### src/mapper_map_pkg.sv
// CPU address map tags, PRG and CHR bases, register page offsets, timer divider default
package mapper_map_pkg;

	// area tags compared against the top CPU address bits
	localparam logic [7:0] REG_PAGE = 8'h41;	// cpu_addr[15:8] of the register page
	localparam logic [3:0] RAM_BASE = 4'h5;	// cpu_addr[15:12], 4 KiB work RAM
	localparam logic [2:0] APP_BASE = 3'h3;	// cpu_addr[15:13], 8 KiB app window

	// PRG bits 22:17, system ROM lives at the top of the flash
	localparam logic [5:0] PRG_SYS_BASE = 6'h3F;

	// CHR bits 22:17
	localparam logic [5:0] CHR_MENU_BASE = 6'h3F;	// menu font and tiles
	localparam logic [5:0] CHR_APP_BASE  = 6'h20;	// first CHR bank, writable with ppu off

	// register page offsets (cpu_addr[7:0])
	localparam logic [7:0] REG_VRAM     = 8'd0;	// four VRAM control registers
	localparam logic [7:0] REG_TIMER    = 8'd4;	// timer low and high byte
	localparam logic [7:0] REG_APP_BANK = 8'd6;

	// console PPU registers snooped on the CPU bus
	localparam logic [15:0] PPU_MASK_ADDR = 16'h2001;	// bit 3 is background enable
	localparam logic [15:0] PPU_DATA_ADDR = 16'h2007;

	// clk cycles per millisecond at 50 MHz
	localparam int TICK_DIV_DEFAULT = 50000;

endpackage

### src/vram_pkg.sv
// VRAM register offsets, vram_mode_t enum, attribute area and store size constants
package vram_pkg;

	// offsets inside the VRAM register block (cpu_addr[1:0])
	localparam logic [1:0] VRM_ADDR_LO = 2'd0;
	localparam logic [1:0] VRM_ADDR_HI = 2'd1;
	localparam logic [1:0] VRM_DATA    = 2'd2;	// nametable byte at vram_addr
	localparam logic [1:0] VRM_ATTR    = 2'd3;	// attribute or mode write

	// who owns the nametable fetches
	typedef enum logic [1:0] {
		MODE_STD = 2'd0,	// private store feeds the PPU
		MODE_SAF = 2'd1,	// CIRAM at the nametable addresses
		MODE_TST = 2'd2	// CIRAM follows the raw PPU decode
	} vram_mode_t;

	// upper nibble of an attribute write that selects the mode instead
	localparam logic [3:0] MODE_KEY = 4'hA;

	// nametable store, two screens
	localparam int NTB_DEPTH = 2048;

	// per-tile attribute: palette in 1:0, CHR bank in 3:2
	localparam int ATTR_W = 4;

	// ppu_addr[9:6] of the attribute table rows
	localparam logic [3:0] ATR_ROW = 4'b1111;

endpackage
### src/ppu_render.sv
// two-stage PPU fetch pipeline, CHR mapping and CIRAM enable
`timescale 1ns/1ps

module ppu_render (
	input  logic                        clk,
	input  logic                        rst,
	input  logic [13:0]                 ppu_addr,
	input  logic                        ppu_rd,
	input  logic                        ppu_wr,
	input  logic                        ppu_off,
	input  vram_pkg::vram_mode_t        vram_mode,
	input  logic [7:0]                  ntb_do,
	input  logic [vram_pkg::ATTR_W-1:0] atr_do,
	output logic [10:0]                 ntb_rd_addr,
	output logic [10:0]                 atr_rd_addr,
	output logic [7:0]                  ppu_rdata,
	output logic                        ppu_oe,
	output logic                        chr_ce,
	output logic                        chr_we,
	output logic [22:0]                 chr_addr,
	output logic                        ciram_en,
	output logic                        ciram_a10
);

	import mapper_map_pkg::*;
	import vram_pkg::*;

	logic [13:0] s1_addr;
	logic        s1_rd;
	logic        s1_atr;
	logic        s2_rd, s2_atr, s2_nt;
	logic        ntb_fetch;
	logic [1:0]  chr_bank;

	assign ntb_fetch = ppu_addr[13] & (ppu_addr[9:6] != ATR_ROW);
	assign s1_atr    = s1_addr[13] & (s1_addr[9:6] == ATR_ROW);

	// stage 1 latch, stage 2 follows the RAM read
	always_ff @(posedge clk)
	begin
		s1_addr <= ppu_addr;
		if (ppu_rd & ~s1_rd & ntb_fetch)
			atr_rd_addr <= {ppu_addr[11], ppu_addr[9:0]};	// tile index for the next attr fetch
		s2_atr <= s1_atr;
		s2_nt  <= s1_addr[13];
	end

	always_ff @(posedge clk)
	begin
		if (rst)
		begin
			s1_rd <= 1'b0;
			s2_rd <= 1'b0;
		end
		else
		begin
			s1_rd <= ppu_rd;
			s2_rd <= s1_rd;
		end
	end

	assign ntb_rd_addr = {s1_addr[11], s1_addr[9:0]};

	// attribute byte carries the same palette for all four quadrants
	assign ppu_rdata = s2_atr ? {4{atr_do[1:0]}} : ntb_do;
	assign ppu_oe    = s2_rd & s2_nt & ~ppu_off & (vram_mode == MODE_STD);

	// pattern fetches, bank per tile while the menu renders
	assign chr_bank = ppu_off ? {1'b0, ppu_addr[12]} : atr_do[3:2];
	assign chr_ce   = ~ppu_addr[13];
	assign chr_we   = ppu_wr & ppu_off;	// CHR RAM load only with rendering off
	assign chr_addr = {ppu_off ? CHR_APP_BASE : CHR_MENU_BASE, 3'b000, chr_bank,
		ppu_addr[11:0]};

	assign ciram_a10 = ppu_addr[10];
	assign ciram_en  = (ppu_off & (vram_mode != MODE_TST)) ? ppu_addr[13] :
		(ppu_addr[13] & (vram_mode == MODE_SAF));

	// a PPU bus cycle is either a read or a write
	a_rd_wr_excl: assert property (@(posedge clk) disable iff (rst) !(ppu_rd && ppu_wr))
		else $error("ppu_rd and ppu_wr both active");

endmodule

### config.mk
export PLATFORM = sky130hd
export DESIGN_NAME = ppu_render
export DESIGN_NICKNAME = d
export VERILOG_FILES = /design/src/mapper_map_pkg.sv /design/src/vram_pkg.sv /design/src/ppu_render.sv
export SDC_FILE = /design/constraint.sdc
export NUM_CORES = 1
export LEC_CHECK = 0
export BUFFER_PORTS_ARGS = -buffer_cell sky130_fd_sc_hd__buf_2
export CAP_MARGIN = 25
export CORE_UTILIZATION = 40
export DETAILED_ROUTE_END_ITERATION = 8
export PLACE_DENSITY = 0.8
export SLEW_MARGIN = 20
export SYNTH_ARGS = -nofsm -noshare
export SYNTH_HDL_FRONTEND = slang
export SYNTH_SLANG_ARGS = --single-unit
### constraint.sdc
create_clock -name clk -period 1.9 [get_ports clk]
set_clock_uncertainty 0.15 [all_clocks]
set_input_delay 0 -clock clk [delete_from_list [all_inputs] [get_ports clk]]
set_output_delay 0 -clock clk [all_outputs]
set_load 0.01 [all_outputs]
Word-level counts from Yosys, hierarchy flattened. Cells that the tools add are included.

Equal/unequal tests: 4. Multiplexer cells: 4. Bitwise operators: 13. Reduce and logical (&&, ||, !) cells: 1.

Operators by type and width (number): $and 1x1->1 (10); $mux 8 (1); $mux 5 (1); $eq 4x4->1 const B (1); $ne 4x4->1 const B (1); $not 1->1 (3); $eq 2x1->1 const B (1); $logic_not 2->1 (1); $mux 2 (1); $ne 2x2->1 const B (1); $mux 1 (1).

Register bits after elaboration: 29. Output and inout port bits: 58.

Depth between registers and ports, before layout.
Word-level depth: 3. Mapped depth: 3. Depth with buffers taken out: 2.

Least setup slack after synthesis. OpenSTA, ideal clock, no wires.

Kind: register to register. Start point: register s1_rd. End point: register atr_rd_addr[0] (enable). Library setup time: 350 ps. Arrival time: 745 ps. Slack: 655 ps. Cell stages (with the launch flop): 2. Buffers on the path: 0. Period minus slack after synthesis: 1245 ps. Cell sequence: dfxtp_1 and4b_1.

Longest elaborated chain between the ends: 3.

RTL lines: from (decl) (RTL line ppu_render.sv:29) `logic s1_rd;`; from (signal assigned) (RTL line ppu_render.sv:57) `s1_rd <= ppu_rd;`; $not 1->1 (RTL line ppu_render.sv:42) `if (ppu_rd & ~s1_rd & ntb_fetch)`; $and 1x1->1 (2 in series) (RTL line ppu_render.sv:42); to (signal assigned) (RTL line ppu_render.sv:43) `atr_rd_addr <= {ppu_addr[11], ppu_addr[9:0]};`; to (decl) (RTL line ppu_render.sv:15) `output logic [10:0] atr_rd_addr,`.

Every way passes these cells. A chain may end at the register's enable or synchronous reset.

Worst setup path in the final report.
Start point: input ppu_addr[8]. End point: register atr_rd_addr[6] (enable).

Longest elaborated chain between the ends: 3.

RTL lines: from (decl) (RTL line ppu_render.sv:7) `input logic [13:0] ppu_addr,`; $ne 4x4->1 (RTL line ppu_render.sv:35) `assign ntb_fetch = ppu_addr[13] & (ppu_addr[9:6] != ATR_ROW);`; $and 1x1->1 (RTL line ppu_render.sv:35); $and 1x1->1 (RTL line ppu_render.sv:42).

Every way passes these cells.

==> impl_metrics.toml <==
[run_status]
status = "completed"

[setup_path]
endpoint_kind = "flop"
slowest_delay_ns = 0.54
cp-start-kind = "input pin"
crit_required_ns = 1.71
critPathBufInv = 2
setup.worst_path.start = "ppu_addr[8]"
path_cells = "dlygate4sd3_1, buf_2, nand4_1, and4b_1"
crit_path_max_fanout = 11
crit_cells = 4
timing.rr.start = "s1_rd"
cp_top_family = "buffers and inverters"
criticalPathCategory = "input pin to flop"
rr_worst_depth = 1
endpoint = "atr_rd_addr[6]"
r2r_setup_slack_ns = 0.51
cp.arrival_ns = 1.29
worstReg2RegEnd = "atr_rd_addr[6]"
critPathSlowestCell = "dlygate4sd3_1"

[global_route]
grt_max_degree = 16
gr-usage-all-layers_pct = 13.74
grt_pass1_wl_microns = 2842
grt_overflow = 0
antenna_found_initial = 0
grt_pass1_vias = 680

[yosys]
synth_edf_count = 11
synth-adder-area-share_pct = 0
synthCells = 97
synth_seq_cells = 27
synthFlopType = "dfxtp_1"
synth-xor-area-share_pct = 0
synth_area_per_cell_sq_um = 11.27
synthMuxAreaShare_pct = 1.030
synthArstFlopShare_pct = 0
synth_top_family_by_area = "buffers and inverters"
seq_area_frac_synth_pct = 59.50
yosys_warnings = 0
yosys.area_share.simple_pct = 8.124
synthesis.area_sq_um = 1094
yosysUniqueCellTypes = 20
synth-compound-area-share_pct = 4.805

[detailed_routing]
viasPerCell = 4.273
wl_microns = 2130
ant_nets = 0
vias = 846
wl_per_cell_microns = 10.76
drc = 0
dr.first_iter.drc_count = 4
dr.pass1.iters = 2

[clock_tree]
cts_root_buffer = "clkbuf_4"
cts.sinks = 27
clock_path_buffers = 2
path_clk_slew_ns = 0.13
cts_tree = "built"
clk_latency_ns = 0.31
h-tree-depth = 1
numCtsBuffers = 3

[pwr]
p_int_uw = 800.1
ir_drop_mv = 0.5777
p_comb_share_pct = 17.2
p_clk_share_pct = 21.9
p_sw_uw = 248.0
p_leak_nw = 0.7622
pwr_density_cell_nw_per_um2 = 705.1
seq_power_share_pct = 60.9
p_sw_share_pct = 23.66

[run]
drv_cap = 0

[placement]
io_buffers = 83
place_area_sq_um = 1309
pre_cts_ws_ns = 0.5115
hpwlAfterDp_microns = 1649
globalplace.congestion = 0.6277
placed_cells = 179

[timing]
relSlewSlack_pct = 65.40
fin_ws_ns = 0.4265
slew_violations = 0
grt_setup_unrepaired = "false"
period_needed_ns = 1.473
fin_crit_sh_pct = 77.55
setup_viol = 0
whs_ns = 0.1108
worst_pin_slew_ns = 0.5186
fmax_ghz = 0.6787
final-hold-violation-count = 0
tns_ns = 0

[floorplanning]
core-area_sq_um = 2522
dieArea_sq_um = 2947
rows = 18
start_util_pct = 43.35
die_h_microns = 54.29
dieWidth_microns = 54.29
top_level_ports = 91

[cells_and_area]
finish.instance_area_sq_um = 1486
syn2layout_area_growth_pct = 35.93
drive_gt1_share_pct = 54.76
diodes = 0
final_cells = 198
nets = 202

[min_path]
min_path_cells = 3
hold_path.class = "input pin to output pin"
## power by group through the flow
stage	Sequential [mW]	Clock, mW	Combinational [mW]
after floorplan	0.655	0	0.106
after global placement	0.651	0	0.152
after detailed placement	0.652	0	0.156
after CTS	0.639	0.239	0.181
after global routing	0.642	0.260	0.201
final	0.639	0.230	0.180
## through the flow
step | utilization, % | total power, mW
after floorplan | - | 0.7609
after global placement | 51.88 | 0.8035
after detailed placement | 51.88 | 0.8079
after CTS | 58.93 | 1.059
after global routing | 58.93 | 1.102
final | 58.93 | 1.048
## placed cells by master (no fill, tap or decap)
cell           instances
mux2_2                 1
clkbuf_4               3
nor2_1                 1
o31ai_2                1
nand2_1                4
edfxtp_1              11
nor4_1                 1
buf_2                 83
and2_2                 1
and2b_2                1
nor2b_1                3
nand3b_1               1
clkinv_2               1
inv_1                  9
conb_1                 4
dlygate4sd3_1         15
o21ai_0                8
nand4_1                1
dfxtp_1               16
inv_2                  1
and4b_1                1
nand3_1                1
## sequential cells by signal (all words and copies together) (netlist names)
| name | count |
|---|---|
| s1_rd | 1 |
| s1_addr | 12 |
| s2_atr | 1 |
| s2_nt | 1 |
| s2_rd | 1 |
| atr_rd_addr | 11 |
## how the worst min path moves through the flow
stage / slack, ns / endpoint / startpoint
2_1_floorplan: -0.12 / s1_addr[0] / ppu_addr[0]
3_5_place_dp: -0.15 / chr_addr[10] / ppu_addr[10]
3_3_place_gp: -0.15 / chr_addr[10] / ppu_addr[10]
4_1_cts: 0.11 / ppu_oe / vram_mode[1]
5_1_grt: 0.12 / ppu_oe / vram_mode[1]
6_report: 0.11 / ppu_oe / vram_mode[1]
## layout make-up
cell class,instances,area (sq um)
clock buffer,3,22.52
clock inverter,1,5.005
fill,200,1036
inverter,10,37.54
multi-input combinational,29,167.7
sequential,27,650.6
tap,30,37.54
timing repair buffer,98,565.5
## cells by family after synthesis
| logic type | Yosys count |
|---|---|
| other | 2 |
| buffers and inverters | 43 |
| AND/OR/NAND/NOR | 15 |
| AO/OA/AOI/OAI | 9 |
| flip-flops | 27 |
| multiplexers | 1 |
## metal layers
layer / vias up / share of wire, % / track usage (%)
li1: 419 / - / -
met2: 47 / 57 / 26.42
met1: 380 / 34 / 14.41
met5: - / 0 / 0
met3: 0 / 9.0 / 3.056
met4: 0 / 0 / 4.701
## cell usage after synthesis, types with 2 or more instances
master,count,share of area (%)
buf_4,32,22
dfxtp_1,16,29
edfxtp_1,11,30
inv_1,9,3.1
o21ai_0,8,3.7
nand2_1,4,1.4
nor2b_1,3,1.7
conb_1,2,0.69
## what timing repair did
item                                   in CTS  in global routing
setup buffers                               0                  0
hold buffers                               15                  0
endpoints found under the hold margin      27                  0
gates resized for setup                     0                  0
Note: power is estimated with default switching activity, not from simulation.
