--- src/mapper_map_pkg.sv ---
// CPU address map tags, PRG and CHR bases, register page offsets, timer divider default
package mapper_map_pkg;

	// area tags compared against the top CPU address bits
	localparam logic [7:0] REG_PAGE = 8'h41;	// cpu_addr[15:8] of the register page
	localparam logic [3:0] RAM_BASE = 4'h5;	// cpu_addr[15:12], 4 KiB work RAM
	localparam logic [2:0] APP_BASE = 3'h3;	// cpu_addr[15:13], 8 KiB app window

	// PRG bits 22:17, system ROM lives at the top of the flash
	localparam logic [5:0] PRG_SYS_BASE = 6'h3F;

	// CHR bits 22:17
	localparam logic [5:0] CHR_MENU_BASE = 6'h3F;	// menu font and tiles
	localparam logic [5:0] CHR_APP_BASE  = 6'h20;	// first CHR bank, writable with ppu off

	// register page offsets (cpu_addr[7:0])
	localparam logic [7:0] REG_VRAM     = 8'd0;	// four VRAM control registers
	localparam logic [7:0] REG_TIMER    = 8'd4;	// timer low and high byte
	localparam logic [7:0] REG_APP_BANK = 8'd6;

	// console PPU registers snooped on the CPU bus
	localparam logic [15:0] PPU_MASK_ADDR = 16'h2001;	// bit 3 is background enable
	localparam logic [15:0] PPU_DATA_ADDR = 16'h2007;

	// clk cycles per millisecond at 50 MHz
	localparam int TICK_DIV_DEFAULT = 50000;

endpackage

--- src/cpu_decode.sv ---
// CPU bus cycle end detect, area decode, PRG mapping, bank and ppu_off registers, read mux
`timescale 1ns/1ps

module cpu_decode (
	input  logic        clk,
	input  logic        rst,
	input  logic [15:0] cpu_addr,
	input  logic [7:0]  cpu_wdata,
	input  logic        cpu_rw,
	input  logic        cpu_m2,
	input  logic [7:0]  prg_rdata,
	input  logic [7:0]  vram_rdata,
	input  logic [7:0]  timer_rdata,
	output logic [7:0]  cpu_rdata,
	output logic        cpu_oe,
	output logic        prg_ce,
	output logic        prg_we,
	output logic [22:0] prg_addr,
	output logic        bus_commit,
	output logic        ppu_data_wr,
	output logic        reg_sel_vram,
	output logic        reg_sel_timer,
	output logic        ppu_off
);

	import mapper_map_pkg::*;

	logic       m2_q;
	logic [3:0] app_bank;
	logic       reg_area, ram_area, app_area, rom_area;
	logic       bank_sel;
	logic [7:0] reg_rdata;

	always_ff @(posedge clk)
	begin
		if (rst)
			m2_q <= 1'b0;
		else
			m2_q <= cpu_m2;
	end

	assign bus_commit = m2_q & ~cpu_m2;	// end of CPU cycle

	assign reg_area = cpu_addr[15:8] == REG_PAGE;
	assign ram_area = cpu_addr[15:12] == RAM_BASE;
	assign app_area = cpu_addr[15:13] == APP_BASE;
	assign rom_area = cpu_addr[15];

	assign reg_sel_vram  = reg_area & (cpu_addr[7:2] == REG_VRAM[7:2]);
	assign reg_sel_timer = reg_area & (cpu_addr[7:1] == REG_TIMER[7:1]);
	assign bank_sel      = reg_area & (cpu_addr[7:0] == REG_APP_BANK);

	// PRG side, purely from the address
	assign prg_ce = rom_area | ram_area | app_area;
	assign prg_we = (ram_area | app_area) & ~cpu_rw;
	assign prg_addr[22:17] = PRG_SYS_BASE;
	assign prg_addr[16:0] = ram_area ? {5'd0, cpu_addr[11:0]} :
		app_area ? {app_bank, cpu_addr[12:0]} : {2'b11, cpu_addr[14:0]};

	always_ff @(posedge clk)
	begin
		if (rst)
		begin
			app_bank <= 4'd0;
			ppu_off  <= 1'b1;	// menu boots with rendering off
		end
		else if (bus_commit & ~cpu_rw)
		begin
			if (bank_sel)
				app_bank <= cpu_wdata[3:0];
			if (cpu_addr == PPU_MASK_ADDR)
				ppu_off <= ~cpu_wdata[3];
		end
	end

	assign ppu_data_wr = bus_commit & ~cpu_rw & (cpu_addr == PPU_DATA_ADDR);

	assign reg_rdata = bank_sel ? {4'd0, app_bank} :
		reg_sel_timer ? timer_rdata :
		reg_sel_vram ? vram_rdata : 8'h00;

	assign cpu_rdata = reg_area ? reg_rdata : prg_rdata;
	assign cpu_oe = (reg_area & cpu_rw & cpu_m2) | (prg_ce & cpu_rw);

	// a write commits the address and data held through the M2 high phase
	a_bus_stable: assert property (@(posedge clk) disable iff (rst)
		(cpu_m2 && $past(cpu_m2)) |-> $stable({cpu_addr, cpu_rw, cpu_wdata}))
		else $error("CPU bus changed while M2 was high");

endmodule

--- config.mk ---
export PLATFORM = sky130hd
export DESIGN_NAME = cpu_decode
export DESIGN_NICKNAME = d
export VERILOG_FILES = /design/src/mapper_map_pkg.sv /design/src/cpu_decode.sv
export SDC_FILE = /design/constraint.sdc
export NUM_CORES = 1
export LEC_CHECK = 0
export ABC_AREA = 1
export BUFFER_PORTS_ARGS = -buffer_cell sky130_fd_sc_hd__buf_2
export CAP_MARGIN = 20
export CORE_ASPECT_RATIO = 1.25
export CORE_MARGIN = 3
export CORE_UTILIZATION = 25
export CTS_CLUSTER_DIAMETER = 120
export DETAILED_ROUTE_END_ITERATION = 10
export GPL_ROUTABILITY_DRIVEN = 1
export PLACE_DENSITY_LB_ADDON = 0.08
export RECOVER_POWER = 25
export SLEW_MARGIN = 10
export SYNTH_ARGS = -nofsm -noshare
export SYNTH_HDL_FRONTEND = slang
export SYNTH_SLANG_ARGS = --single-unit
--- constraint.sdc ---
create_clock -name clk -period 2.8 [get_ports clk]
set_input_delay 0 -clock clk [delete_from_list [all_inputs] [get_ports clk]]
set_output_delay 0 -clock clk [all_outputs]
set_load 0.03 [all_outputs]
[After elaboration in Yosys (flattened, before gate mapping)]
Index checks and enable logic that the tools add are counted.
Storage, ports and cells
  word-level logic and storage cells: 36
  register bits: 6
  input port bits: 52
  output and inout bits: 39
Operators by class
  bitwise logic cells: 17
  reductions and logical operators: 3
  equal/unequal tests: 7
  muxes and demuxes: 6
Operator list (count)
  $mux 17: 2
  $eq 16x14->1 const B: 2
  $mux 8: 4
  $and 1x1->1: 10
  $eq 8x3->1 const B: 1
  $eq 8x7->1 const B: 1
  $eq 7x2->1 const B: 1
  $logic_not 6->1: 1
  $eq 4x3->1 const B: 1
  $or 1x1->1: 4
  $reduce_and 2->1: 2
  $eq 3x2->1 const B: 1
  $not 1->1: 3

[Longest topological paths before layout]
  word-level depth: 6
  mapped depth: 8
  depth with buffers taken out: 7

[Worst setup path after synthesis]
OpenSTA, ideal clock, no wires.
  path type: register to output
  start: register m2_q
  end: output ppu_data_wr
  data arrival time: 1.278 ns
  setup slack: 1.522 ns
  required time: 2.800 ns
  stages on the path, launching flop included: 5
  buffers on the path: 0
  path through: dfxtp_1 nand3_1 inv_1 nand4_1 nor3_1
On the way
  longest elaborated chain between the ends: 3
RTL lines
  start, declared: RTL line cpu_decode.sv:28  | logic m2_q;
  start signal, assigned: RTL line cpu_decode.sv:39  | m2_q <= cpu_m2;
  $and 1x1->1: RTL line cpu_decode.sv:42  | assign bus_commit = m2_q & ~cpu_m2;
  $and 1x1->1 (2 in a row): RTL line cpu_decode.sv:76  | assign ppu_data_wr = bus_commit & ~cpu_rw & (cpu_addr == PPU_DATA_ADDR);
  end, declared: RTL line cpu_decode.sv:20  | output logic ppu_data_wr,
No other way between the ends.

[Worst setup path in the final report]
  start: input cpu_addr[11]
  end: output cpu_rdata[4]
On the way
  longest elaborated chain between the ends: 6
  elaborated cells on any way between the ends: 8
  classes of those cells: eq/ne: 1; mux: 4; bitwise: 3
RTL lines
  start, declared: RTL line cpu_decode.sv:7  | input logic [15:0] cpu_addr,
  $eq 8x7->1 *: RTL line cpu_decode.sv:44  | assign reg_area = cpu_addr[15:8] == REG_PAGE;
  $and 1x1->1: RTL line cpu_decode.sv:49  | assign reg_sel_vram = reg_area & (cpu_addr[7:2] == REG_VRAM[7:2]);
  $mux 8: RTL line cpu_decode.sv:80  | reg_sel_vram ? vram_rdata : 8'h00;
  $mux 8: RTL line cpu_decode.sv:79  | reg_sel_timer ? timer_rdata :
  $mux 8: RTL line cpu_decode.sv:78  | assign reg_rdata = bank_sel ? {4'd0, app_bank} :
  $mux 8 *: RTL line cpu_decode.sv:82  | assign cpu_rdata = reg_area ? reg_rdata : prg_rdata;
  end, declared: RTL line cpu_decode.sv:14  | output logic [7:0] cpu_rdata,
Mark *: on every way between the ends. The rest lies on a longest branch, timed or not.

==> impl_metrics.py <==
metrics = {
    "clocking": {
        "insertion_delay_ps": 220,
        "clock-sinks": 6,
        "cts_hold_buf": 0,
        "cts_tree": "built",
        "htree_levels": 1,
        "cts_resized": 0,
        "cts_root_buf": "clkbuf_8",
        "clkTransAtPathRegs_ps": 40,
        "cts.path.max_buffers": 2,
        "postCtsSetupRepairBufs": 0,
        "cts-buffers-inserted": 3,
    },
    "final_layout": {
        "antenna_cells": 0,
        "fin_cells": 249,
        "drive_gt1_share_pct": 43.9,
        "area_growth_pct": 37.4,
        "finish.utilization_pct": 37.1,
        "fin_nets": 266,
        "fillers": 391,
    },
    "worst_setup_path": {
        "critical_path_arrival_ps": 1480,
        "rr_startpoint": "m2_q",
        "slowest_stage": "nor2_4",
        "cp-startpoint": "cpu_addr[11]",
        "path_cells": "buf_2 > nor2_1 > nand2_1 > nor2_4 > and2_1 > nand2_2 > nand3_2 > buf_2",
        "startpoint_type": "input pin",
        "cpPeakStageDelay_ps": 440,
        "cpLargestDelayFamily": "simple AND/OR/NAND/NOR gates",
        "cp_num_buf_inv": 2,
        "cp.required_ps": 2800,
        "path_class": "input pin to output port",
        "cp-end-kind": "output port",
        "critPathMaxFanout": 24,
        "cpMostUsedCell": "buf_2",
    },
    "die": {
        "core-area_mm2": 0.00331,
        "fp.dieH_um": 72.8,
        "ios": 91,
        "fp.dieArea_mm2": 0.00433,
        "num_rows": 23,
        "initial_utilization_pct": 27.0,
        "die_x_um": 59.5,
    },
    "route": {
        "drc": 0,
        "ant_nets": 0,
        "wirelength_mm": 2.94,
        "via_count": 1142,
        "via_per_inst": 4.59,
        "dr.pass1.iters": 4,
        "drt-initial-drc-count": 52,
        "post_drt_wl_per_cell_um": 11.8,
    },
    "min_path": {
        "hold_path_class": "input pin to flip-flop",
        "min_from": "rst",
    },
    "power_and_ir_drop": {
        "p_comb_share_pct": 41.8,
        "ir_worst_vdd_mv": 0.288,
        "seqPwrFrac_pct": 23.4,
        "p_leak_nw": 0.635,
        "clockPowerShare_pct": 34.8,
        "cellPowerDensity_mw_per_mm2": 303,
        "p_int_mw": 0.229,
        "sw_frac_of_total_pct": 38.5,
        "power_switching_mw": 0.143,
    },
    "status": {
        "status": "finished clean",
    },
    "grt": {
        "grt_pass1_wl_mm": 4.47,
        "antenna_found_initial": 0,
        "grt_max_degree": 25,
        "grt_usage_pct": 12.8,
        "overflow": 0,
        "grt_pass1_vias": 1055,
    },
    "timing": {
        "finalHoldViolCount": 0,
        "timing.final.crit_period_ps": 1480,
        "tns_ps": 0,
        "fin_crit_sh_pct": 52.8,
        "rsz0062_at_grt": "false",
        "finalClockSkew_ps": 1.46,
        "setup_viol": 0,
        "slew_headroom_pct": 64.9,
        "max_freq_mhz": 676,
        "worst_pin_slew_ps": 525,
        "holdWs_ps": 19.6,
        "slew_violations": 0,
    },
    "yosys": {
        "synthCells": 145,
        "avgSynthCellArea_um2": 6.16,
        "seq_area_frac_synth_pct": 13.4,
        "synth_cell_type_count": 23,
        "syn-cell-area_um2": 893,
        "synth.ff_latch_count": 6,
        "synth_warnings": 0,
    },
    "place": {
        "dp_cells": 246,
        "io_buffers": 80,
        "gp_congestion": 0.753,
        "post-dp-hpwl_mm": 2.51,
    },
    "run": {
        "drv_cap": 0,
    },
}
-- per-layer routing --
layer / global-route usage, % / wire length [um]
met3: 1.24 / 201
met1: 15.7 / 1180
met2: 23.1 / 1520
met5: 0 / 0
met4: 3.27 / 40
-- path summary, 6_finish.rpt --
| check | to | slack, ps | depth (start not counted) |
|---|---|---|---|
| worst min register to register | ppu_off | 490 | 2 |
| worst min-delay path | app_bank[3] | 20 | 2 |
| worst max-delay path | cpu_rdata[4] | 1320 | 8 |
| worst max register to register | app_bank[1] | 1740 | 5 |
-- cell usage after synthesis, drive strengths merged --
library cell | n | area share [%]
a21oi | 4 | 2.2
a31oi | 1 | 0.70
and2 | 1 | 0.70
buf | 21 | 18
conb | 1 | 0.42
dfxtp | 6 | 13
inv | 16 | 6.7
nand2 | 25 | 12
nand3 | 26 | 17
nand3b | 1 | 0.84
nand4 | 10 | 7.0
nor2 | 23 | 14
nor3 | 7 | 5.2
o21ai | 1 | 0.56
o31ai | 1 | 0.84
or2 | 1 | 0.70
-- cells by family after synthesis --
group                  synth area share, %
DFF                                   13.4
and+or+nand+nor                       57.0
AOI/OAI and AO/OA                     4.34
buffers and inverters                 24.8
other                                0.420
-- power by group through the flow --
stage | Clock [mW] | Sequential, mW | Combinational [mW]
5_1_grt | 0.133 | 0.0872 | 0.168
4_1_cts | 0.130 | 0.0872 | 0.158
3_3_place_gp | 0 | 0.0884 | 0.157
2_1_floorplan | 0 | 0.0883 | 0.110
6_report | 0.130 | 0.0871 | 0.155
3_5_place_dp | 0 | 0.0884 | 0.158
-- registers in the layout, summed over array words and instances (netlist names) --
name and cells:
ppu_off 1, m2_q 1, app_bank 4
-- placed cells by master (no fill, tap or decap), drive strengths merged --
cell    instances
a21oi           4
a31oi           1
and2            1
buf            71
clkbuf         12
conb            6
dfxtp           6
inv            16
nand2          25
nand3          26
nand3b          1
nand4          10
nor2           23
nor3            7
o21ai           1
o31ai           1
or2             1
-- per-stage QoR --
| step | power, mW | instance area, um2 | worst slack (ps) |
|---|---|---|---|
| floorplan | 0.199 | 912 | 1520 |
| finish | 0.372 | 1230 | 1320 |
| CTS | 0.376 | 1240 | 1280 |
| global route | 0.387 | 1230 | 1130 |
| detailed placement | 0.246 | 1200 | 1280 |
| global placement | 0.245 | 1200 | 1300 |
-- area by class of cell --
type | instances | area [um2] | share of cell area, %
Multi-Input combinational cell | 107 | 571 | 46.5
Inverter | 16 | 60.1 | 4.89
Clock buffer | 3 | 41.3 | 3.36
Timing Repair Buffer | 80 | 389 | 31.7
Tap cell | 37 | 46.3 | 3.77
Sequential cell | 6 | 120 | 9.79
-- worst register-to-register path, cell delays in order, from the launching register on --
cell and delay (ps):
dfxtp_1 320, nand3_1 110, inv_1 180, nand3_1 170, nand2_1 120, a21oi_1 60
(Power assumes the default switching activity.)
