===== config.mk =====
export PLATFORM = sky130hd
export DESIGN_NAME = ms_timer
export DESIGN_NICKNAME = d
export VERILOG_FILES = /design/src/mapper_map_pkg.sv /design/src/ms_timer.sv
export SDC_FILE = /design/constraint.sdc
export NUM_CORES = 1
export LEC_CHECK = 0
export ABC_AREA = 1
export BUFFER_PORTS_ARGS = -buffer_cell sky130_fd_sc_hd__buf_4
export CORE_AREA = 10 10 85 87
export DETAILED_ROUTE_END_ITERATION = 6
export DIE_AREA = 0 0 95 97
export PLACE_DENSITY_LB_ADDON = 0.08
export SETUP_SLACK_MARGIN = 0.1
export SLEW_MARGIN = 10
export SYNTH_ARGS = -nofsm -noshare
export SYNTH_HDL_FRONTEND = slang
export SYNTH_SLANG_ARGS = --single-unit

===== constraint.sdc =====
create_clock -name clk -period 1.95 [get_ports clk]
set_input_delay 0.0975 -clock clk [delete_from_list [all_inputs] [get_ports clk]]
set_output_delay 0.0975 -clock clk [all_outputs]
set_load 0.02 [all_outputs]

===== src/mapper_map_pkg.sv =====
// CPU address map tags, PRG and CHR bases, register page offsets, timer divider default
package mapper_map_pkg;

	// area tags compared against the top CPU address bits
	localparam logic [7:0] REG_PAGE = 8'h41;	// cpu_addr[15:8] of the register page
	localparam logic [3:0] RAM_BASE = 4'h5;	// cpu_addr[15:12], 4 KiB work RAM
	localparam logic [2:0] APP_BASE = 3'h3;	// cpu_addr[15:13], 8 KiB app window

	// PRG bits 22:17, system ROM lives at the top of the flash
	localparam logic [5:0] PRG_SYS_BASE = 6'h3F;

	// CHR bits 22:17
	localparam logic [5:0] CHR_MENU_BASE = 6'h3F;	// menu font and tiles
	localparam logic [5:0] CHR_APP_BASE  = 6'h20;	// first CHR bank, writable with ppu off

	// register page offsets (cpu_addr[7:0])
	localparam logic [7:0] REG_VRAM     = 8'd0;	// four VRAM control registers
	localparam logic [7:0] REG_TIMER    = 8'd4;	// timer low and high byte
	localparam logic [7:0] REG_APP_BANK = 8'd6;

	// console PPU registers snooped on the CPU bus
	localparam logic [15:0] PPU_MASK_ADDR = 16'h2001;	// bit 3 is background enable
	localparam logic [15:0] PPU_DATA_ADDR = 16'h2007;

	// clk cycles per millisecond at 50 MHz
	localparam int TICK_DIV_DEFAULT = 50000;

endpackage


===== src/ms_timer.sv =====
// millisecond counter with a high-byte snapshot taken on the low-byte read
`timescale 1ns/1ps

module ms_timer #(
	parameter int tick_div = mapper_map_pkg::TICK_DIV_DEFAULT
) (
	input  logic       clk,
	input  logic       rst,
	input  logic       bus_commit,
	input  logic       reg_sel_timer,
	input  logic       cpu_addr0,
	input  logic       cpu_rw,
	output logic [7:0] timer_rdata
);

	localparam int DIV_W = (tick_div > 1) ? $clog2(tick_div) : 1;

	logic [DIV_W-1:0] div_cnt;
	logic             tick;
	logic [15:0]      ms_count;
	logic [7:0]       hi_snap;

	assign tick = div_cnt == DIV_W'(tick_div - 1);

	always_ff @(posedge clk)
	begin
		if (rst)
		begin
			div_cnt  <= '0;
			ms_count <= 16'd0;
			hi_snap  <= 8'd0;
		end
		else
		begin
			div_cnt <= tick ? '0 : div_cnt + 1'b1;
			if (tick)
				ms_count <= ms_count + 16'd1;
			// low byte read freezes the high byte for the follow-up read
			if (bus_commit & reg_sel_timer & cpu_rw & ~cpu_addr0)
				hi_snap <= ms_count[15:8];
		end
	end

	assign timer_rdata = cpu_addr0 ? hi_snap : ms_count[7:0];

endmodule


### Word level (Yosys, flattened, before mapping)

Cells that the tools add are included.
Widths: inputs -> output; s select.

| word-level totals | value |
|---|---|
| memory bits (read-only) | 0 |
| output and inout bits | 8 |
| bits in latches | 0 |
| memories | 0 |
| input port bits | 6 |
| register bits after elaboration | 40 |
| RAM bits | 0 |

| cells by class | value |
|---|---|
| add/sub/neg operators | 2 |
| reduce and logical (&&, ||, !) cells | 1 |
| equal/unequal tests | 1 |
| divide/modulo/power cells | 0 |
| shift-type cells | 0 |
| order comparisons | 0 |
| $mul | 0 |
| bitwise gates (word level) | 4 |
| multiplexer cells | 1 |

Operators with widths:

| cell | number |
|---|---|
| $add 16x1->16 const B | 2 |
| $eq 16x16->1 const B | 1 |
| $mux 8 | 1 |
| $and 1x1->1 | 3 |
| $reduce_or 2->1 | 1 |
| $not 1->1 | 1 |

### Logic depth before layout (Yosys ltp)

Gate-level depths: netlist of run 1.

| logic depth | value |
|---|---|
| depth after elaboration | 3 |
| gate-level depth with buffers | 10 |

### Worst setup path before layout of run 1

No wires, ideal clock.

| timing | value |
|---|---|
| path type | register to register |
| start | register div_cnt[0] |
| end | register ms_count[4] |
| arrival time | 1245 ps |
| library setup time | 138 ps |
| cell stages (with the launch flop) | 10 |
| setup slack | 567 ps |
| cell sequence | dfxtp_1 > ha_1 > nand2_2 > nor2_4 > inv_2 > nor2_2 > nand3_1 > buf_2 > nand2_1 > a21oi_2 |

| on the way | value |
|---|---|
| word-level cells in the longest chain between the ends | 1 |

Ends and longest elaborated chain:

| what | RTL line | source |
|---|---|---|
| from (decl) | ms_timer.sv:18 | `logic [DIV_W-1:0] div_cnt;` |
| from (signal assigned) | ms_timer.sv:35 | `div_cnt <= tick ? '0 : div_cnt + 1'b1;` |
| $eq 16x16->1 | ms_timer.sv:23 | `assign tick = div_cnt == DIV_W'(tick_div - 1);` |
| to (signal assigned) | ms_timer.sv:37 | `ms_count <= ms_count + 16'd1;` |
| to (decl) | ms_timer.sv:20 | `logic [15:0] ms_count;` |

Every way passes these cells.
A chain may end at the register's enable or synchronous reset.

### Final worst setup path of run 1

| timing | value |
|---|---|
| start | register ms_count[1] |
| end | register ms_count[8] |

| on the way | value |
|---|---|
| word-level cells in the longest chain between the ends | 1 |

Ends and longest elaborated chain:

| what | RTL line |
|---|---|
| $add 16x1->16 | ms_timer.sv:37 |

Every way passes these cells.

==> parameters.txt, run 1 <==
Parameter                              Value

STA
  Slew of the pin with the lowest slew margin ... approximately 0.43 ns
  Total Neg Setup Slack ... 0 ns
  Final critical-path share of the clock period ... 80.0%
  Hold violation count in the final report ... 0
  Minimum clock period after layout ... around 1.6 ns
  Hold_ws ... 0.0862 ns
  Rel. slew slack ... between 70 and 80%
  Worst Clk Skew ... between 0.006 and 0.007 ns
  Number of failing setup endpoints in the final timing report ... 0
  Fmax ... ~640 MHz
  Final setup margin ... 0.390 ns
  Max Transition Viols Final ... 0
  Unrepaired setup endpoints after global routing ... no

Route
  Initial DRC count ... 140
  Remaining antenna violation count ... 0
  Detailed-route wire length ... 5160 µm
  Wirelength per Cell ... roughly 13 µm
  Detailed-router iteration count before antenna repair ... 4
  Mean number of vias per cell ... ~4.8
  Total vias in the final route ... 1966
  DR DRC count ... 0

Worst setup path
  Type of the worst setup path ... flip-flop to flip-flop
  Startpoint kind of the worst setup timing path ... flip-flop
  Crit path DAT ... approximately 1.8 ns
  Critical path capture point type ... flip-flop
  Crit-path most repeated cell ... sky130_fd_sc_hd__nand2_1
  Crit Path Max Fanout ... 5
  Cell-by-cell listing of the critical path ... ha_1 > nand2_1 > nor2_1 > nand2_1 > xor2_1 > nand2_1 > a21oi_2
  Worst path slowest cell ... sky130_fd_sc_hd__dfxtp_1
  Stage delay of the slowest cell on the critical path ... 0.46 ns
  Required time of the critical path ... approximately 2.2 ns

Final layout
  # fillers ... between 600 and 700
  Sequential cell area in the final layout ... around 800 µm²
  Area delta synth->final ... 14.1%
  Area of combinational cells with multiple inputs ... ~0.0012 mm²
  Most frequent cells in the layout ... sky130_fd_sc_hd__nand2_1 (91), sky130_fd_sc_hd__nor2_1 (53), sky130_fd_sc_hd__dfxtp_1 (40), sky130_fd_sc_hd__inv_1 (30), sky130_fd_sc_hd__nand3_1 (21)
  Final core utilization ... 44.2%
  Nets@finish ... roughly 350
  ANT cells ... 0
  Most common cell after layout, fill and taps aside ... sky130_fd_sc_hd__nand2_1
  Fraction of layout cells with a size suffix above 1 ... 11.9%

Placed design
  Half-perimeter wire length after detailed placement ... between 3000 and 4000 µm
  Post-Place Setup Slack ... between 0.2 and 0.3 ns
  Weighted congestion at the end of routability-driven global placement ... approximately 0.79
  # port buffers ... 13

Global route
  Vias in the first global route ... approximately 1900
  Initial antenna violation count ... 0
  GRT overflow ... 0
  Pin count of the biggest net entering global routing ... 17
  Gr usage total ... 11.8%
  First-pass GRT wire length ... roughly 9000 µm

Die
  Horizontal extent of the die ... around 95 µm
  Initial Util ... between 30% and 40%
  Number of top-level design ports ... 14
  FP Rows ... 27
  Die Span Y ... a little under 100 µm
  Core footprint ... 0.00547 mm²
  DIE AREA ... approximately 0.0092 mm²

Clock tree
  Worst-case clock buffer depth ... 2
  Num CTS Buffers ... 5
  Clock latency of the later-clocked register in the worst-skew pair ... slightly below 0.3 ns
  Post-CTS Hold Fix Bufs ... 0
  Clock tree from TritonCTS ... yes
  Maximum level of the CTS H-tree ... 2
  Number of sinks on the clock net ... 40
  Post-CTS clock slew at the launch and capture registers of the worst setup and hold paths ... approximately 0.080 ns
  Cell at the root of the clock tree ... sky130_fd_sc_hd__clkbuf_8

Synthesis
  Proportion of synthesized chip area in sequential cells ... between 30 and 40%
  Number of distinct standard cells referenced by the synthesized netlist ... 23
  Number of flip-flops and latches in the synthesized netlist ... 40
  Mean instance size in the synthesized netlist ... ~6.6 µm²
  Syn nets ... 330
  Cell count after synthesis ... between 300 and 400
  Simple-gate area share of the yosys netlist ... between 30% and 40%
  Count of synthesis-stage warnings from yosys ... 0
  Compound-Gate Fraction of Synth Area ... 10.3%
  Multiplexer share of the synthesized area ... 0%
  Post-synthesis adder-cell area fraction ... roughly 1.2%
  Dominant combinational cell family by area after synthesis ... simple AND/OR/NAND/NOR gates
  XOR/XNOR share of the synthesized area ... 5.37%
  Cell area after technology mapping ... around 0.0021 mm²

Min path
  Class of the tightest hold or removal check ... input port to flip-flop

Power
  Peak VDD IR ... 0.266 mV
  Total power per unit cell area ... approximately 700 mW/mm²
  Leakage power ... between 0.8 and 0.9 nW

Flow run
  MaxCap Viol Count ... 0

Run status
  Run status ... complete, no violations
## power by group
group	switching (mW)	internal, mW	total [mW]
Clock	0.295	0.504	0.799
Sequential	0.00623	0.827	0.833
Combinational	0.0389	0.0239	0.0628
## registers in the layout, summed over array words and instances, names as in the netlist
signal / cells
div_cnt: 16
ms_count: 16
hi_snap: 8
## kinds of logic (layout without fill, tap and decap cells)
family                   count (synthesis)  count (layout)
buffers and inverters                   41              56
adder cells (fa/ha/maj)                  2               2
flip-flops                              40              40
AO/OA/AOI/OAI                           39              39
XOR/XNOR                                13              13
AND/OR/NAND/NOR                        187             187
## through the flow
| stage | total power, mW | std cells | area, µm² |
|---|---|---|---|
| finish | 1.69 | 409 | 2420 |
| global route | 1.77 | 409 | 2420 |
| CTS | 1.72 | 409 | 2410 |
| detailed placement | 0.916 | 402 | 2280 |
| global placement | 0.915 | 402 | 2280 |
| floorplan | 0.890 | 322 | 2120 |
## synth_stat cells (all sizes together)
| library cell | number | area [µm²] |
|---|---|---|
| nand4 | 7 | 43.8 |
| dfxtp | 40 | 801 |
| a21oi | 26 | 153 |
| nor2 | 56 | 228 |
| nor3b | 1 | 7.51 |
| nor3 | 8 | 50.1 |
| clkbuf | 3 | 11.3 |
| xor2 | 11 | 96.3 |
| nand3 | 22 | 110 |
| nand2 | 93 | 354 |
| inv | 33 | 124 |
| xnor2 | 2 | 17.5 |
| ha | 2 | 25.0 |
| buf | 5 | 33.8 |
| o21ai | 13 | 65.1 |
## layer usage
metal | routed length (µm) | vias to the layer above | GRT usage [%] | part of all wire (%)
li1 | - | 1052 | - | -
met1 | 2700 | 868 | 17.1 | 52
met4 | 55 | 0 | 3.43 | 1.1
met3 | 323 | 5 | 3.39 | 6.3
met2 | 2070 | 41 | 16.3 | 40
met5 | 0 | - | 0 | 0
## critical path: cells and delay by family, from the launching register on
| kind | cells | cell delay, ns |
|---|---|---|
| adders and majority gates | 1 | 0.23 |
| DFF | 1 | 0.46 |
| xor gates and xnor gates | 1 | 0.15 |
| AOI/OAI and AO/OA | 1 | 0.11 |
| and+or+nand+nor | 4 | 0.55 |
## path summary, 6_finish.rpt
| kind | startpoint | endpoint | slack, ns | cells past startpoint |
|---|---|---|---|---|
| setup / recovery | ms_count[1] | ms_count[8] | 0.39 | 7 |
| hold / removal | rst | ms_count[3] | 0.09 | 2 |
| setup reg to reg | ms_count[1] | ms_count[8] | 0.39 | 7 |
| hold reg to reg | div_cnt[0] | div_cnt[0] | 0.46 | 1 |
## layout make-up
class / instances / area share (%)
well taps: 72 / 3.72
inverters: 33 / 5.12
repair buffers: 16 / 4.97
multi-input cells: 241 / 47.7
clock inverters: 2 / 2.48
clock buffers: 5 / 2.85
flip-flops and latches: 40 / 33.1
## timing repair
item / CTS / global route
buffers inserted: 0 / 0
resized for setup: 0 / 1
setup endpoints to repair: 0 / 12
Power figures use the tool's default switching activity.
==> inputs of run 2 (changes only) <==
- ABC_AREA: 1 -> 0
- CORE_AREA: 10 10 85 87 -> 10 10 81 83
- DIE_AREA: 0 0 95 97 -> 0 0 91 93
- clock period: 1.95 -> 1.4 ns (I/O delays scaled with it)
==> run 2 against run 1 <==
Compared with the run above: the flow now finishes with violations (negative setup slack); sequential power increased by 38%; critical path depth decreased by 1; clock-buffer cell count rose by 3; largest cell class unchanged.
==> parameters.txt, run 2 <==
Parameter                              Value

STA
  Slew of the pin with the lowest slew margin ... 0.353 ns
  Number of failing setup endpoints in the final timing report ... 31
  Total Neg Setup Slack ... -4.90 ns
  Final setup margin ... -0.305 ns
  Max Transition Viols Final ... 0
  Final critical-path share of the clock period ... 122%
  Fmax ... slightly below 600 MHz
  Unrepaired setup endpoints after global routing ... yes
  Rel. slew slack ... 76.2%
  Minimum clock period after layout ... about 1.7 ns
  Worst Clk Skew ... around 0.007 ns
  Hold_ws ... ~0.13 ns
  Hold violation count in the final report ... 0

Route
  Detailed-route wire length ... 5020 µm
  Total vias in the final route ... around 1800
  Initial DRC count ... 111
  Mean number of vias per cell ... 5.09
  Remaining antenna violation count ... 0
  DR DRC count ... 0
  Detailed-router iteration count before antenna repair ... 4
  Wirelength per Cell ... about 14 µm

Clock tree
  Post-CTS clock slew at the launch and capture registers of the worst setup and hold paths ... 0.07 ns
  Cell at the root of the clock tree ... sky130_fd_sc_hd__clkbuf_8
  Maximum level of the CTS H-tree ... 2
  Post-CTS Hold Fix Bufs ... 0
  Number of sinks on the clock net ... 40
  Clock latency of the later-clocked register in the worst-skew pair ... about 0.30 ns
  Worst-case clock buffer depth ... 2
  Num CTS Buffers ... 5
  Clock tree from TritonCTS ... yes

Final layout
  Registers with the most flip-flops ... div_cnt: 16 flops, ms_count: 16 flops, hi_snap: 8 flops
  Most frequent cells in the layout ... sky130_fd_sc_hd__buf_4 (57), sky130_fd_sc_hd__nand2_1 (23), sky130_fd_sc_hd__a21oi_1 (23), sky130_fd_sc_hd__dfxtp_1 (23), sky130_fd_sc_hd__nor2_1 (19)
  Fraction of layout cells with a size suffix above 1 ... between 40% and 50%
  Most common cell after layout, fill and taps aside ... sky130_fd_sc_hd__buf_4
  ANT cells ... 0
  Final core utilization ... approximately 53%
  Nets@finish ... about 290
  Area delta synth->final ... 41.4%

Worst setup path
  Bufs and invs on worst path ... 2
  Required time of the critical path ... approximately 1.6 ns
  Startpoint kind of the worst setup timing path ... flip-flop
  Crit Reg-Reg Startpoint ... div_cnt[13]
  Top delay family on crit path ... simple AND/OR/NAND/NOR gates
  Crit Path Max Fanout ... 6
  Worst-case reg-to-reg path depth ... 6
  Crit path DAT ... about 1.9 ns
  Type of the worst setup path ... flip-flop to flip-flop
  Worst path slowest cell ... sky130_fd_sc_hd__or4_1
  Register-to-register path setup slack ... -0.30 ns
  R2r endpoint ... ms_count[10]
  Stage delay of the slowest cell on the critical path ... around 0.40 ns
  Cell-by-cell listing of the critical path ... nor4b_2 > nand4_1 > buf_4 > buf_6 > or4_1 > a21oi_1
  Critical path capture point type ... flip-flop

Synthesis
  Post-synth EDFFs ... 0
  Most numerous cell in the Yosys netlist ... sky130_fd_sc_hd__dfxtp_1
  Area share of the largest cell type after synthesis ... 42.6%
  Cell count after synthesis ... between 200 and 250
  Async set-or-reset flop fraction in the synthesized netlist ... 0%
  Number of distinct standard cells referenced by the synthesized netlist ... 36
  Dominant register cell in the synthesized netlist ... sky130_fd_sc_hd__dfxtp_1
  Count of synthesis-stage warnings from yosys ... 0
  Top cells by instance count after synthesis ... sky130_fd_sc_hd__dfxtp_1 (40), sky130_fd_sc_hd__nand2_1 (24), sky130_fd_sc_hd__a21oi_1 (23), sky130_fd_sc_hd__nor2_1 (19)
  Mean instance size in the synthesized netlist ... approximately 8.7 µm²
  Number of flip-flops and latches in the synthesized netlist ... 40
  Syn nets ... approximately 220
  Cell area after technology mapping ... around 0.0019 mm²
  Cell types occupying the most area after synthesis ... sky130_fd_sc_hd__dfxtp_1 (43%), sky130_fd_sc_hd__a21oi_1 (6.1%), sky130_fd_sc_hd__xnor2_1 (5.1%)
  Post-synth top area cell ... sky130_fd_sc_hd__dfxtp_1
  Proportion of synthesized chip area in sequential cells ... between 40% and 50%

Power
  Peak VDD IR ... approximately 0.46 mV
  Switching portion of total power ... between 20% and 30%
  Leakage power ... between 0.9 and 1 nW
  Internal power contribution ... about 1.6 mW
  Switch Pwr ... about 440 µW
  Clock group share of total power ... about two fifths
  Total power per unit cell area ... approximately 760 mW/mm²
  Sequential power share ... 56.7%
  Combinational Power Share ... approximately 4.1%

Placed design
  Half-perimeter wire length after detailed placement ... between 3000 and 4000 µm
  Weighted congestion at the end of routability-driven global placement ... just over 0.8
  # port buffers ... 13

Global route
  First-pass GRT wire length ... ~8000 µm
  Gr usage total ... 11.4%
  Initial antenna violation count ... 0
  Vias in the first global route ... 1776
  Pin count of the biggest net entering global routing ... 26
  GRT overflow ... 0

Die
  Initial Util ... a little under two fifths
  FP Rows ... 26
  DIE AREA ... ~0.0085 mm²
  Core footprint ... about 0.005 mm²
  Number of top-level design ports ... 14
  Die Span Y ... roughly 93 µm
  Horizontal extent of the die ... about 90 µm

Min path
  Class of the tightest hold or removal check ... input port to flip-flop
  Source of the worst hold timing path ... rst
  Hold Path Stages ... 2
  Hold endpoint ... ms_count[1]

Run status
  Run status ... finished with violations
  Violated checks ... negative setup slack

Flow run
  MaxCap Viol Count ... 0
==> run 2: layout make-up <==
| type | count | area (µm²) |
|---|---|---|
| multi-input cells | 157 | 1060 |
| flip-flops and latches | 40 | 827 |
| fillers | 498 | 2350 |
| clock buffers | 8 | 90.1 |
| inverters | 7 | 26.3 |
| repair buffers | 69 | 566 |
| well taps | 70 | 87.6 |
==> run 2: timing repair <==
action | CTS | global route
gates cloned | 0 | 2
setup buffers | 0 | 4
pin swaps | 2 | 1
endpoints found under the setup margin | 32 | 34
resized for setup | 6 | 21
==> run 2: logic make-up after synthesis <==
kind of cell	Yosys count	synth area share, %
adders and majority gates	2	1.33
and+or+nand+nor	94	27.7
xor gates and xnor gates	14	6.53
buffers and inverters	19	5.06
AOI/OAI and AO/OA	39	12.0
muxes	8	4.73
DFF	40	42.6
==> run 2: how the worst max path moves through the flow <==
stage / from / end / slack [ns] / cells past startpoint
2_1_floorplan: div_cnt[0] / ms_count[5] / -0.22 / 6
3_3_place_gp: div_cnt[15] / ms_count[15] / -0.26 / 5
3_5_place_dp: div_cnt[1] / ms_count[15] / -0.26 / 6
4_1_cts: div_cnt[0] / ms_count[15] / -0.25 / 6
5_1_grt: div_cnt[0] / ms_count[8] / -0.37 / 7
6_report: div_cnt[13] / ms_count[10] / -0.30 / 6
==> run 2: power groups by stage <==
stage / sequential (mW) / clock (mW) / combinational, mW
final: 1.15 / 0.793 / 0.0835
after global routing: 1.15 / 0.883 / 0.0933
after CTS: 1.15 / 0.833 / 0.0832
after detailed placement: 1.18 / 0 / 0.0830
after global placement: 1.18 / 0 / 0.0770
after floorplan: 1.18 / 0 / 0.0509
==> run 2: metrics by stage <==
stage	worst slack (ns)	area [µm²]	total power, mW	cells
floorplan	-0.216	1960	1.23	216
global placement	-0.260	2430	1.25	337
detailed placement	-0.264	2430	1.26	337
CTS	-0.253	2540	2.07	345
global route	-0.366	2660	2.12	351
finish	-0.305	2660	2.02	351
==> run 2: routing by layer <==
layer	part of all wire (%)	vias up	global-route usage (%)
li1	-	904	-
met1	45	855	13.0
met2	51	17	20.0
met3	2.9	9	2.24
met4	2.0	0	5.87
met5	0	-	0
